**src/common/lcd_color_pkg.sv**
```systemverilog
// --------------------
// shade and colour types, palette tables indexed by shade
// shade 0 is the lightest entry in both tables
// --------------------
package lcd_color_pkg;

	// 2-bit controller shade
	typedef logic [1:0] shade_t;

	// 6 bits per channel
	typedef struct packed {
		logic [5:0] r;
		logic [5:0] g;
		logic [5:0] b;
	} rgb_t;

	// --------------------
	// greyscale table
	// --------------------
	// equal levels on all channels
	localparam rgb_t GREY_LUT [4] = '{
		'{6'd63, 6'd63, 6'd63},
		'{6'd42, 6'd42, 6'd42},
		'{6'd24, 6'd24, 6'd24},
		'{6'd0,  6'd0,  6'd0}
	};

	// --------------------
	// yellow-green tint table
	// --------------------
	// light olive down to near black green
	localparam rgb_t TINT_LUT [4] = '{
		'{6'd39, 6'd47, 6'd4},
		'{6'd32, 6'd40, 6'd2},
		'{6'd12, 6'd25, 6'd12},
		'{6'd7,  6'd4,  6'd4}
	};

	// table pick and lookup in one place
	function automatic rgb_t lut_lookup(input logic tint, input shade_t shade);
		rgb_t res;
		if (tint) begin
			res = TINT_LUT[shade];
		end else begin
			res = GREY_LUT[shade];
		end
		return res;
	endfunction

endpackage

```
**src/common/lcd_timing_pkg.sv**
```systemverilog
// --------------------
// controller mode encoding and raster timing defaults
// defaults give a 228 x 616 raster with a 160-pixel visible line
// --------------------
package lcd_timing_pkg;

	// controller modes as reported on the mode pins
	typedef enum logic [1:0] {
		MODE_HBLANK   = 2'b00,
		MODE_VBLANK   = 2'b01,
		MODE_OAM      = 2'b10,
		MODE_OAM_VRAM = 2'b11
	} lcd_mode_e;

	// --------------------
	// horizontal segments, in pixels
	// --------------------
	localparam int unsigned H_VISIBLE_DEF = 160;
	localparam int unsigned H_FP_DEF      = 24;
	localparam int unsigned H_SYNC_DEF    = 20;
	localparam int unsigned H_BP_DEF      = 24;

	// --------------------
	// vertical segments, in lines
	// --------------------
	localparam int unsigned V_VISIBLE_DEF = 576;
	localparam int unsigned V_FP_DEF      = 2;
	localparam int unsigned V_SYNC_DEF    = 2;
	localparam int unsigned V_BP_DEF      = 36;

	// lines before wrap that v_cnt lands on when vblank ends
	// covers the delay of the scan doubler
	localparam int unsigned VSYNC_ALIGN_OFFSET = 4;

	// pixel index within one stored line
	typedef logic [7:0] line_addr_t;

	// raster position as seen by the line buffer and the palette
	typedef struct packed {
		logic       visible;
		line_addr_t rd_addr;
	} scan_pos_t;

endpackage

```
**src/lcd/lcd_mode_sync.sv**
```systemverilog
// --------------------
// mode is sampled on pclk, so it must already be stable in that domain
// each pulse lasts one cycle, one cycle after the sampling edge
// --------------------
module lcd_mode_sync (
	input  logic                     pclk,
	input  logic                     rst_n,
	input  lcd_timing_pkg::lcd_mode_e mode,
	output logic                     line_start,
	output logic                     hblank_end,
	output logic                     vblank_end
);

	import lcd_timing_pkg::*;

	// mode seen at the previous edge
	lcd_mode_e mode_q;

	always_ff @(posedge pclk) begin
		if (!rst_n) begin
			mode_q     <= MODE_HBLANK;
			line_start <= 1'b0;
			hblank_end <= 1'b0;
			vblank_end <= 1'b0;
		end else begin
			mode_q <= mode;
			// leaving hblank toward any mode
			line_start <= (mode_q == MODE_HBLANK) && (mode != MODE_HBLANK);
			// hblank straight into oam search
			hblank_end <= (mode_q == MODE_HBLANK) && (mode == MODE_OAM);
			// any exit from vblank
			vblank_end <= (mode_q == MODE_VBLANK) && (mode != MODE_VBLANK);
		end
	end

	// --------------------
	// checks
	// --------------------
	// horizontal realign only ever comes with a buffer swap
	a_hblank_has_line_start: assert property (
		@(posedge pclk) disable iff (!rst_n)
		hblank_end |-> line_start
	);

endmodule

```
**src/lcd/line_buffer.sv**
```systemverilog
// --------------------
// 2 x 256 shades, one half written while the other is read
// pixels beyond 256 in a line overwrite from the wrapped pointer
// --------------------
module line_buffer (
	input  logic                     pclk,
	input  logic                     rst_n,
	input  logic                     pix_en,
	input  logic                     line_start,
	input  lcd_color_pkg::shade_t    pix,
	input  lcd_timing_pkg::scan_pos_t scan_pos,
	output lcd_color_pkg::shade_t    rd_pix
);

	import lcd_timing_pkg::*;
	import lcd_color_pkg::*;

	// --------------------
	// storage and write side
	// --------------------
	// toggle picks the write half, the raster reads the other
	shade_t     mem [512];
	line_addr_t wr_ptr;
	logic       toggle;

	// write pointer and half select
	always_ff @(posedge pclk) begin
		if (!rst_n) begin
			wr_ptr <= '0;
			toggle <= 1'b0;
		end else if (line_start) begin
			// new controller line
			// restart at pixel 0 of the other half
			wr_ptr <= '0;
			toggle <= ~toggle;
		end else if (pix_en) begin
			wr_ptr <= wr_ptr + 1'b1;
		end
	end

	// shade lands at the edge where pix_en is seen
	always_ff @(posedge pclk) begin
		if (pix_en) begin
			mem[{toggle, wr_ptr}] <= pix;
		end
	end

	// --------------------
	// read side
	// --------------------
	// same stored line is replayed on every raster line until the next swap
	// value holds outside the visible area
	always_ff @(posedge pclk) begin
		if (scan_pos.visible) begin
			rd_pix <= mem[{~toggle, scan_pos.rd_addr}];
		end
	end

	// --------------------
	// checks
	// --------------------
	// controller never shifts a pixel out during the mode change
	a_no_pix_on_swap: assert property (
		@(posedge pclk) disable iff (!rst_n)
		!(pix_en && line_start)
	);

endmodule

```
**src/lcd/pixel_palette.sv**
```systemverilog
// --------------------
// rgb follows rd_pix by one cycle, 0 outside the visible area
// on low shows shade 0 on every visible pixel
// --------------------
module pixel_palette (
	input  logic                  pclk,
	input  logic                  rst_n,
	input  logic                  tint,
	input  logic                  inv,
	input  logic                  on,
	input  lcd_color_pkg::shade_t rd_pix,
	input  logic                  visible,
	output lcd_color_pkg::rgb_t   rgb
);

	import lcd_color_pkg::*;

	// visible lined up with the registered shade
	logic   vis_q;
	shade_t shade_sel;
	rgb_t   lut_out;

	always_ff @(posedge pclk) begin
		if (!rst_n) begin
			vis_q <= 1'b0;
		end else begin
			vis_q <= visible;
		end
	end

	// --------------------
	// shade select
	// --------------------
	// display off forces the lightest shade
	// inversion flips both bits
	always_comb begin
		if (on) begin
			shade_sel = rd_pix ^ {2{inv}};
		end else begin
			shade_sel = '0;
		end
	end

	// grey or yellow-green table
	assign lut_out = lut_lookup(tint, shade_sel);

	// --------------------
	// output register
	// --------------------
	always_ff @(posedge pclk) begin
		if (!rst_n) begin
			rgb <= '0;
		end else if (vis_q) begin
			rgb <= lut_out;
		end else begin
			// blanked
			rgb <= '0;
		end
	end

endmodule

```
**src/lcd/scan_timing.sv**
```systemverilog
// --------------------
// free-running raster, phase locked to controller mode changes
// hs is active low, vs active high, both aligned with the counters
// --------------------
module scan_timing #(
	parameter int unsigned H_VISIBLE = lcd_timing_pkg::H_VISIBLE_DEF,
	parameter int unsigned H_FP      = lcd_timing_pkg::H_FP_DEF,
	parameter int unsigned H_SYNC    = lcd_timing_pkg::H_SYNC_DEF,
	parameter int unsigned H_BP      = lcd_timing_pkg::H_BP_DEF,
	parameter int unsigned V_VISIBLE = lcd_timing_pkg::V_VISIBLE_DEF,
	parameter int unsigned V_FP      = lcd_timing_pkg::V_FP_DEF,
	parameter int unsigned V_SYNC    = lcd_timing_pkg::V_SYNC_DEF,
	parameter int unsigned V_BP      = lcd_timing_pkg::V_BP_DEF
) (
	input  logic                      pclk,
	input  logic                      rst_n,
	input  logic                      hblank_end,
	input  logic                      vblank_end,
	output logic                      hs,
	output logic                      vs,
	output lcd_timing_pkg::scan_pos_t scan_pos
);

	import lcd_timing_pkg::*;

	// --------------------
	// derived timing
	// --------------------
	localparam int unsigned H_TOTAL    = H_VISIBLE + H_FP + H_SYNC + H_BP;
	localparam int unsigned V_TOTAL    = V_VISIBLE + V_FP + V_SYNC + V_BP;
	localparam int unsigned H_SYNC_ON  = H_VISIBLE + H_FP;
	localparam int unsigned H_SYNC_OFF = H_SYNC_ON + H_SYNC;
	localparam int unsigned V_SYNC_ON  = V_VISIBLE + V_FP;
	localparam int unsigned V_SYNC_OFF = V_SYNC_ON + V_SYNC;
	localparam int unsigned V_ALIGN    = V_TOTAL - VSYNC_ALIGN_OFFSET;
	localparam int unsigned H_W        = $clog2(H_TOTAL);
	localparam int unsigned V_W        = $clog2(V_TOTAL);

	logic [H_W-1:0] h_cnt;
	logic [H_W-1:0] h_next;
	logic [V_W-1:0] v_cnt;
	logic [V_W-1:0] v_next;
	logic           h_wrap;
	logic           vblank_pend;
	logic           visible;

	assign h_wrap = (h_cnt == H_W'(H_TOTAL - 1));

	// next horizontal count
	// end of hblank pulls the line start in
	always_comb begin
		if (hblank_end || h_wrap) begin
			h_next = '0;
		end else begin
			h_next = h_cnt + 1'b1;
		end
	end

	// next vertical count, only moves at h wrap
	// pending vblank end overrides the normal step
	always_comb begin
		v_next = v_cnt;
		if (h_wrap) begin
			if (vblank_pend || vblank_end) begin
				v_next = V_W'(V_ALIGN);
			end else if (v_cnt == V_W'(V_TOTAL - 1)) begin
				v_next = '0;
			end else begin
				v_next = v_cnt + 1'b1;
			end
		end
	end

	// --------------------
	// counters and sync
	// --------------------
	always_ff @(posedge pclk) begin
		if (!rst_n) begin
			h_cnt       <= '0;
			v_cnt       <= '0;
			vblank_pend <= 1'b0;
			hs          <= 1'b1;
			vs          <= 1'b0;
		end else begin
			h_cnt <= h_next;
			v_cnt <= v_next;
			// hold vblank end until the line boundary
			if (h_wrap) begin
				vblank_pend <= 1'b0;
			end else if (vblank_end) begin
				vblank_pend <= 1'b1;
			end
			// syncs follow the counter values they will sit next to
			hs <= !((h_next >= H_SYNC_ON) && (h_next < H_SYNC_OFF));
			vs <= (v_next >= V_SYNC_ON) && (v_next < V_SYNC_OFF);
		end
	end

	// --------------------
	// read position
	// --------------------
	assign visible = (h_cnt < H_VISIBLE) && (v_cnt < V_VISIBLE);

	always_comb begin
		scan_pos.visible = visible;
		// pixel index tracks h_cnt across the visible part
		scan_pos.rd_addr = visible ? line_addr_t'(h_cnt) : '0;
	end

	// horizontal count never leaves the line
	a_h_in_range: assert property (
		@(posedge pclk) disable iff (!rst_n)
		h_cnt < H_TOTAL
	);

endmodule

```
**src/source/lcd_video.sv**
```systemverilog
// --------------------
// LCD pixel stream to scan-doubled raster on one pclk
// pix_en must be a single-cycle strobe, inputs synchronous to pclk
// --------------------
module lcd_video #(
	parameter int unsigned H_VISIBLE = lcd_timing_pkg::H_VISIBLE_DEF,
	parameter int unsigned H_FP      = lcd_timing_pkg::H_FP_DEF,
	parameter int unsigned H_SYNC    = lcd_timing_pkg::H_SYNC_DEF,
	parameter int unsigned H_BP      = lcd_timing_pkg::H_BP_DEF,
	parameter int unsigned V_VISIBLE = lcd_timing_pkg::V_VISIBLE_DEF,
	parameter int unsigned V_FP      = lcd_timing_pkg::V_FP_DEF,
	parameter int unsigned V_SYNC    = lcd_timing_pkg::V_SYNC_DEF,
	parameter int unsigned V_BP      = lcd_timing_pkg::V_BP_DEF
) (
	input  logic                      pclk,
	input  logic                      rst_n,
	input  lcd_timing_pkg::lcd_mode_e mode,
	input  logic                      pix_en,
	input  lcd_color_pkg::shade_t     pix,
	input  logic                      tint,
	input  logic                      inv,
	input  logic                      on,
	output logic                      hs,
	output logic                      vs,
	output lcd_color_pkg::rgb_t       rgb
);

	import lcd_timing_pkg::*;
	import lcd_color_pkg::*;

	// mode transition pulses
	logic      line_start;
	logic      hblank_end;
	logic      vblank_end;
	// raster read side
	scan_pos_t scan_pos;
	shade_t    rd_pix;

	// --------------------
	// controller side
	// --------------------
	lcd_mode_sync lcd_mode_sync_i (
		.pclk       (pclk),
		.rst_n      (rst_n),
		.mode       (mode),
		.line_start (line_start),
		.hblank_end (hblank_end),
		.vblank_end (vblank_end)
	);

	line_buffer line_buffer_i (
		.pclk       (pclk),
		.rst_n      (rst_n),
		.pix_en     (pix_en),
		.line_start (line_start),
		.pix        (pix),
		.scan_pos   (scan_pos),
		.rd_pix     (rd_pix)
	);

	// --------------------
	// raster side
	// --------------------
	scan_timing #(
		.H_VISIBLE (H_VISIBLE),
		.H_FP      (H_FP),
		.H_SYNC    (H_SYNC),
		.H_BP      (H_BP),
		.V_VISIBLE (V_VISIBLE),
		.V_FP      (V_FP),
		.V_SYNC    (V_SYNC),
		.V_BP      (V_BP)
	) scan_timing_i (
		.pclk       (pclk),
		.rst_n      (rst_n),
		.hblank_end (hblank_end),
		.vblank_end (vblank_end),
		.hs         (hs),
		.vs         (vs),
		.scan_pos   (scan_pos)
	);

	// visible to rgb is two cycles, buffer read then palette
	pixel_palette pixel_palette_i (
		.pclk    (pclk),
		.rst_n   (rst_n),
		.tint    (tint),
		.inv     (inv),
		.on      (on),
		.rd_pix  (rd_pix),
		.visible (scan_pos.visible),
		.rgb     (rgb)
	);

endmodule
```
**config.mk**
```make
export PLATFORM = sky130hd
export DESIGN_NAME = lcd_video
export DESIGN_NICKNAME = d
export VERILOG_FILES = /design/src/common/lcd_color_pkg.sv /design/src/common/lcd_timing_pkg.sv /design/src/lcd/lcd_mode_sync.sv /design/src/lcd/line_buffer.sv /design/src/lcd/pixel_palette.sv /design/src/lcd/scan_timing.sv /design/src/source/lcd_video.sv
export SDC_FILE = /design/constraint.sdc
export NUM_CORES = 2
export LEC_CHECK = 0
export ABC_CLOCK_PERIOD_IN_PS = 3900
export BUFFER_PORTS_ARGS = -buffer_cell sky130_fd_sc_hd__buf_2
export CAP_MARGIN = 20
export CORE_MARGIN = 1.5
export CORE_UTILIZATION = 55
export CTS_BUF_LIST = sky130_fd_sc_hd__clkbuf_2 sky130_fd_sc_hd__clkbuf_4 sky130_fd_sc_hd__clkbuf_8
export DETAILED_ROUTE_END_ITERATION = 7
export PLACE_DENSITY = 0.76
export SLEW_MARGIN = 20
export SYNTH_ARGS = -nofsm -noshare
export SYNTH_HDL_FRONTEND = slang
export SYNTH_SLANG_ARGS = --single-unit
```
**constraint.sdc**
```tcl
create_clock -name pclk -period 3.9 [get_ports pclk]
set_input_delay 0.195 -clock pclk [delete_from_list [all_inputs] [get_ports pclk]]
set_output_delay 0.195 -clock pclk [all_outputs]
set_load 0.1 [all_outputs]
```
[Word level (Yosys, flattened, before mapping)]
Memory sizes are Yosys's and may differ from the RTL's. A register that Yosys moved wholly into a read port is not among the register bits.
Index checks and enable logic that the tools add are counted.
Word-level totals
  bits in registers: 54
  latch bits: 0
  bits in writable memories: 1024
  ROM bits: 0
  bits of input ports: 10
  output and inout port bits: 20
  logic and storage cells: 64
  memories: 1
Operators by class
  $add $sub $neg: 3
  multiply operators: 0
  div/mod/pow operators: 0
  magnitude comparators: 7
  equality and inequality tests: 5
  shifts and indexed selects: 0
  mux-type cells: 15
  bitwise gates (word level): 4
  reduce and logical (&&, ||, !) cells: 14
Memory list
  line_buffer_i.mem: words 512, width 2, read ports 1, clocked after memory_dff 1, wr ports 1, RTL line line_buffer.sv:22  | shade_t mem [512];
Operators with widths (count)
  18-bit two-way mux: 5
  18-bit binary-select mux with 2-bit select: 2
  10-bit two-way mux: 3
  10-bit less-than comparator (second input constant): 2
  8-bit by 1-bit adder with 8-bit output (second input constant): 2
  8-bit less-than comparator (second input constant): 2
  8-bit two-way mux: 2
  10-bit by 1-bit adder with 10-bit output (second input constant): 1
  10-bit equality test (second input constant): 1
  10-bit greater-or-equal comparator (second input constant): 1
  8-bit equality test (second input constant): 1
  8-bit greater-or-equal comparator (second input constant): 1
  1-bit logical AND: 6
  2-bit OR reduction: 2
  3-bit greater-or-equal comparator (second input constant): 1
  2-bit NOT with 3-bit output: 1
  2-bit by 1-bit equality test with 1-bit output (second input constant): 1
  2-bit equality test (second input constant): 1
  2-bit zero test: 1
  1-bit logical OR: 2
  1-bit two-way mux: 2
  2-bit two-way mux: 1
  2-bit by 1-bit inequality test with 1-bit output (second input constant): 1
  1-bit NOT: 2
  4 further kinds: 4

[Longest topological paths before layout]
  depth in word-level cells: 7
  mapped depth: 13
  gate-level depth less buffers: 9

[Cells and area by module]
Synthesis repeated with hierarchy kept, for this count alone.
Unflattened totals
  cell total of the unflattened synthesis: 2879
  area, all modules: 44786.7 um2
Modules (own cells, without submodules)
  line_buffer: instances 1, cells each 2649, area an instance 42726.0 um2
  scan_timing: instances 1, cells each 161, area an instance 1305.0 um2
  pixel_palette: instances 1, cells each 56, area an instance 575.6 um2
  lcd_mode_sync: instances 1, cells each 13, area an instance 180.2 um2

[Least setup slack after synthesis]
No wires, ideal clock.
  kind: register to register
  start: reg scan_timing_i.v_cnt[7]
  end: reg line_buffer_i.rd_pix[1], read port of line_buffer_i.mem, data pin
  library setup time: 0.270 ns
  arrival time: 2.544 ns
  setup slack: 1.086 ns
  cell stages (with the launch flop): 12
  clock period less this slack: 2.814 ns
  path through: dfxtp_1 buf_6 o31a_1 buf_2 or4_1 buf_2 a211o_1 o2111ai_1 nor3_1 a31o_1 a2111oi_4 o32ai_2
On the way
  longest elaborated chain between the ends: 3
Ends and longest elaborated chain
  start: declaration: RTL line scan_timing.sv:41  | logic [V_W-1:0] v_cnt;
  start signal: assignment: RTL line scan_timing.sv:86  | v_cnt <= v_next;
  10-bit less-than comparator (*): RTL line scan_timing.sv:102  | assign visible = (h_cnt < H_VISIBLE) && (v_cnt < V_VISIBLE);
  1-bit logical AND (*): RTL line scan_timing.sv:102
  8-bit two-way mux: RTL line scan_timing.sv:107  | scan_pos.rd_addr = visible ? line_addr_t'(h_cnt) : '0;
  end: declaration: RTL line line_buffer.sv:12  | output lcd_color_pkg::shade_t rd_pix
Mark *: on every way between the ends. The rest lies on a longest branch, timed or not.
A chain may end at the register's enable or synchronous reset.

[Worst setup path in the final report]
  start: reg scan_timing_i.h_cnt[6]
  end: reg line_buffer_i.rd_pix[0], read port of line_buffer_i.mem, data pin
On the way
  longest elaborated chain between the ends: 3
Ends and longest elaborated chain
  start: declaration: RTL line scan_timing.sv:39  | logic [H_W-1:0] h_cnt;
  start signal: assignment: RTL line scan_timing.sv:85  | h_cnt <= h_next;
  8-bit less-than comparator: RTL line scan_timing.sv:102
  1-bit logical AND: RTL line scan_timing.sv:102
  8-bit two-way mux: RTL line scan_timing.sv:107
Several ways; a longest one is shown, not always the timed one.

==> qor_table.md <==
| Step | Result | This run |
|:---|:---|:---|
| synth | Count of flip-flops with a built-in enable after synthesis | 642 |
| synth | Mapped Cells | 2,272 |
| cts | Clk Latency, worst-skew pair | 0.72 ns |
| critical path | Class of the most critical setup path | reg -> reg |
| timing | Share of the clock period used by the worst path after layout | 0.9258 |
| power | Fraction of power consumed by the clock network | 0.402 |
| cells and area | Number of nets in the finished design | 2,336 |
| routing | Total routed wirelength | 87,580 um |
| die | Die height | 233.4 um |
| cells and area | Design Area, Final | 32,590 sq um |
| timing | Slew HR | 0.3273 |
| timing | Minimum clock period after layout | 3.611 ns |
| die | Total number of placement rows | 84 |
| flow run | Max capacitance violation total | 0 |
| critical path | Cell with the biggest individual delay on the critical path | sky130_fd_sc_hd__o21ai_2 |
| synth | Cell area after synthesis | 29,210 sq um |
| timing | Count of endpoints failing hold in the final timing report | 0 |
| global route | First-pass GRT wire length | 128,700 um |
| timing | Setup violators final | 0 |
| placement | Cell Area, Placed | 30,280 sq um |
| critical path | Setup crit end kind | register |
| cts | Depth of the CTS H-tree | 3 |
| routing | Met3 wire len | 12,660 um |
| cts | CTS root buffer | sky130_fd_sc_hd__clkbuf_8 |
| synth | Main flop type after synthesis | sky130_fd_sc_hd__edfxtp_1 |
| routing | Wire per inst | 28.31 um |
| critical path | Worst r2r path cells | 11 |
| cts | Number of CTS-inserted buffers | 107 |
| die | Die width | 233.4 um |
| global route | Vias in the first global route | 20,530 |
| power | Peak supply drop | 0.0002790 V |
| routing | Wire length on met2 | 38,680 um |
| synth | Library cell occupying the most area in the post-synthesis netlist | sky130_fd_sc_hd__edfxtp_1 |
| critical path | Startpoint of the most critical register-to-register path | scan_timing_i.h_cnt[6] |
| synth | Yosys top cell area share | 0.6601 |
| cts | Number of buffers on the longest clock path | 3 |
| power | Net Sw Power | 3.751 mW |
| routing | Count of TritonRoute iterations in the first routing pass | 6 |
| placement | Post-DP HPWL | 53,790 um |
| cts | Clock slew at reported path FFs | 0.07 ns |
| cts | CTS tree | done |
| cells and area | Area overhead of the layout relative to synthesis | 11.58% |
| synth | Fraction of registers with async set or reset after synthesis | 0 |
| cts | Count of cells resized by post-cts repair | 0 |
| routing | Drc violations | 0 |
| cells and area | Fraction of layout instances using a drive strength above 1 | 0.1526 |
| global route | Largest net degree at the start of global routing | 130 |
| synth | Ranking of synthesized cells by area | sky130_fd_sc_hd__edfxtp_1 66%, sky130_fd_sc_hd__nor2_1 5.2%, sky130_fd_sc_hd__dfxtp_1 3.4% |
| die | Core region area | 52,550 sq um |
| timing | Maximum achievable frequency | 277.0 MHz |
| global route | GRT overflow | 0 |
| critical path | Crit start category | register |
| timing | Worst setup skew after layout | 0.03823 ns |
| critical path | Critical path data arrival time | 4.05 ns |
| cells and area | Final cell count without fillers | 3,094 |
| placement | Final weighted congestion in routability-driven placement | 0.9723 |
| power | Share of power burned in combinational logic | 0.075 |
| global route | Number of antenna violations at the first check in global routing | 2 |
| critical path | Crit path cell chain | o21ai_2, buf_4, nand3_2, buf_12, nor2_1, buf_4, nand3_1, o2111ai_1, o311ai_0, a211oi_1, o32ai_1 |
| cells and area | Most used cells in the layout excluding fill and tap cells | 642 x sky130_fd_sc_hd__edfxtp_1, 404 x sky130_fd_sc_hd__nor2_1, 149 x sky130_fd_sc_hd__nand2_1 |
| min path | Worst min-delay path endpoint | line_buffer_i.mem[2][0] |
| synth | Mapped Nets | 2,292 |
| timing | Final-report max-slew violation count | 0 |
| critical path | Worst Path Max Fanout | 36 |
| routing | Top routing layer used | met5 |
| placement | Count of buffers inserted at the top-level ports | 29 |
| placement | Cell count after placement | 2,885 |
| min path | Origin of the worst min-delay path | pix[0] |
| cells and area | Area occupied by multi-input gates | 8130 sq um |
| power | Share of power burned in registers | 0.522 |
| critical path | Required time reported for the critical path endpoint | 4.34 ns |
| placement | Worst setup slack after placement | 0.4523 ns |
| routing | Antenna Nets Post-Route | 0 |
| global route | Aggregate global-route resource usage | 0.3254 |
| synth | Number of register bits inferred by synthesis | 691 |
| cells and area | Filler instances | 3,920 |
| power | Switching power as a share of total power | 0.2399 |
| critical path | Most frequent cell on the critical path | sky130_fd_sc_hd__buf_4 |
| die | Die area | 54,490 sq um |
| timing | Setup repair after global routing missed its margin | no |
| cts | Number of sinks driven by the clock tree | 691 |
| routing | Violation count after the first detailed-route iteration | 3,760 |
| timing | Pin slew with the least headroom to its limit | 1.005 ns |
| synth | Sequential-to-total area share from yosys stat | 0.6937 |
| min path | Worst hold path class | in -> reg |
| synth | Warnings, synthesis | 0 |
| power | Power Internal | 11.89 mW |
| synth | Number of library cell types mapped by synthesis | 83 |
| cells and area | Most frequent standard cell in the layout excluding fill and tap cells | sky130_fd_sc_hd__edfxtp_1 |
| timing | Final setup slack of the worst path | 0.2893 ns |
| die | Number of primary I/O pins | 30 |
| routing | M1 wire length | 30,780 um |
| cells and area | Flip-flop and latch area | 20,270 sq um |
| critical path | Highest cell delay on the worst timing path | 0.58 ns |
| die | Initial cell density of the core | 0.5558 |
| power | Reported leakage power | 10.46 nW |
| synth | Synthesized area per cell | 12.86 sq um |
| run status | Status | completed |
| power | Power density over the cells | 479.9 nW/um^2 |
| routing | Via count of the routed design | 20,780 |
| timing | Setup Total Neg Slack | 0 ns |
| routing | Via-to-Cell Ratio | 6.716 |
| cts | Post-CTS Repair Setup Buffers | 0 |
| power | Post-layout power | 15.64 mW |
| critical path | Minimum setup slack among reg-to-reg paths | 0.29 ns |
| critical path | Critical R2R Capture | line_buffer_i.rd_pix[0] |
| min path | Min-Delay Path Depth | 1 |
-- power groups by stage --
| stage | sequential, mW | combinational, mW | clock [mW] |
|---|---|---|---|
| after global routing | 8.16 | 1.22 | 6.62 |
| after CTS | 8.17 | 1.14 | 6.31 |
| after detailed placement | 8.32 | 1.12 | 0 |
| final | 8.17 | 1.18 | 6.29 |
| after global placement | 8.32 | 1.11 | 0 |
| after floorplan | 8.37 | 0.608 | 0 |
-- cell usage after synthesis (5+ instances only) --
library cell / instances
sky130_fd_sc_hd__a22o_1: 7
sky130_fd_sc_hd__o31ai_1: 6
sky130_fd_sc_hd__nand3_1: 51
sky130_fd_sc_hd__nor2_1: 404
sky130_fd_sc_hd__or3_1: 8
sky130_fd_sc_hd__nor2b_1: 15
sky130_fd_sc_hd__a21oi_1: 103
sky130_fd_sc_hd__nand4_1: 21
sky130_fd_sc_hd__nor3_1: 35
sky130_fd_sc_hd__nand2b_1: 11
sky130_fd_sc_hd__nor4_1: 9
sky130_fd_sc_hd__and2_1: 15
sky130_fd_sc_hd__or4_1: 8
sky130_fd_sc_hd__buf_1: 18
sky130_fd_sc_hd__o22ai_1: 69
sky130_fd_sc_hd__xnor2_1: 7
sky130_fd_sc_hd__o221ai_1: 28
sky130_fd_sc_hd__mux4_2: 8
sky130_fd_sc_hd__edfxtp_1: 642
sky130_fd_sc_hd__xor2_1: 10
sky130_fd_sc_hd__a221oi_1: 7
sky130_fd_sc_hd__mux2_2: 35
sky130_fd_sc_hd__and3_1: 17
sky130_fd_sc_hd__buf_2: 29
sky130_fd_sc_hd__o211ai_1: 14
sky130_fd_sc_hd__clkbuf_1: 145
sky130_fd_sc_hd__o32ai_1: 12
sky130_fd_sc_hd__o21ai_0: 58
sky130_fd_sc_hd__mux2i_1: 87
sky130_fd_sc_hd__o21a_1: 6
sky130_fd_sc_hd__o21ai_1: 13
sky130_fd_sc_hd__a211oi_1: 19
sky130_fd_sc_hd__dfxtp_1: 49
sky130_fd_sc_hd__nand2_1: 157
sky130_fd_sc_hd__nor3b_1: 9
sky130_fd_sc_hd__a22oi_1: 12
sky130_fd_sc_hd__o22a_1: 10
sky130_fd_sc_hd__o2111ai_1: 7
sky130_fd_sc_hd__ha_1: 10
sky130_fd_sc_hd__buf_4: 5
sky130_fd_sc_hd__a31oi_1: 9
sky130_fd_sc_hd__inv_1: 14
-- sequential cells by signal (all words and copies together) (netlist names) --
name / cells
line_buffer_i.mem: 640
scan_timing_i.hs: 1
scan_timing_i.vblank_pend: 1
scan_timing_i.vs: 1
lcd_mode_sync_i.mode_q: 2
scan_timing_i.v_cnt: 10
lcd_mode_sync_i.line_start: 1
line_buffer_i.rd_pix: 2
pixel_palette_i.rgb: 13
lcd_mode_sync_i.hblank_end: 1
pixel_palette_i.vis_q: 1
scan_timing_i.h_cnt: 8
lcd_mode_sync_i.vblank_end: 1
line_buffer_i.wr_ptr: 8
line_buffer_i.toggle: 1
-- metrics by stage --
step           hold WS [ns]  utilization
2_1_floorplan        0.2723            -
4_1_cts              0.1712       0.6201
6_report             0.2133       0.6201
3_5_place_dp         0.4137       0.5762
5_1_grt              0.2087       0.6201
3_3_place_gp         0.4085       0.5762
-- kinds of logic (layout without fill, tap and decap cells) --
kind of cell	after synthesis	count (layout)	synth area share
fa+ha+maj	10	10	0.004284
other cells	0	1	0
compound gates	429	429	0.09973
mux	130	130	0.04948
simple gates	780	780	0.1180
buf+inv	215	348	0.02977
flops	691	691	0.6937
xor+xnor	17	17	0.005098
-- worst max-delay path by stage --
stage / endpoint / cells after the start / slack [ns] / startpoint
after floorplan: line_buffer_i.rd_pix[1] / 11 / 1.09 / scan_timing_i.v_cnt[7]
after detailed placement: line_buffer_i.rd_pix[1] / 11 / 0.45 / scan_timing_i.h_cnt[6]
final: line_buffer_i.rd_pix[0] / 11 / 0.29 / scan_timing_i.h_cnt[6]
after CTS: line_buffer_i.rd_pix[1] / 11 / 0.41 / scan_timing_i.h_cnt[6]
after global placement: line_buffer_i.rd_pix[1] / 11 / 0.56 / scan_timing_i.h_cnt[6]
after global routing: line_buffer_i.rd_pix[0] / 11 / 0.18 / scan_timing_i.h_cnt[6]
-- worst max-delay path: cells and delay by family, from the launching register on --
kind	cells	cell delay (ns)
buffers and inverters	3	0.79
AND/OR/NAND/NOR	3	0.49
flip-flops	1	0.41
AO/OA/AOI/OAI	5	1.61
-- layout make-up --
| class | count | share of cell area |
|---|---|---|
| repair buffers | 133 | 0.03241 |
| inverters | 17 | 0.001958 |
| multi-input cells | 1366 | 0.2495 |
| clock inverters | 50 | 0.01175 |
| diodes | 1 | 0.00007679 |
| flip-flops and latches | 691 | 0.6219 |
| well taps | 688 | 0.02642 |
| clock buffers | 148 | 0.05598 |
-- timing repair --
action | 4_1_cts | 5_1_grt
hold endpoints to repair | 33 | 0
endpoints found under the setup margin | 0 | 0
hold buffers | 10 | 0
-- layer usage --
layer | vias up | GRT usage
met5 | - | 0
met2 | 1759 | 0.4904
li1 | 8626 | -
met3 | 390 | 0.09094
met4 | 4 | 0.1843
met1 | 10000 | 0.4260
No activity file was read; power rests on OpenSTA's default activity.
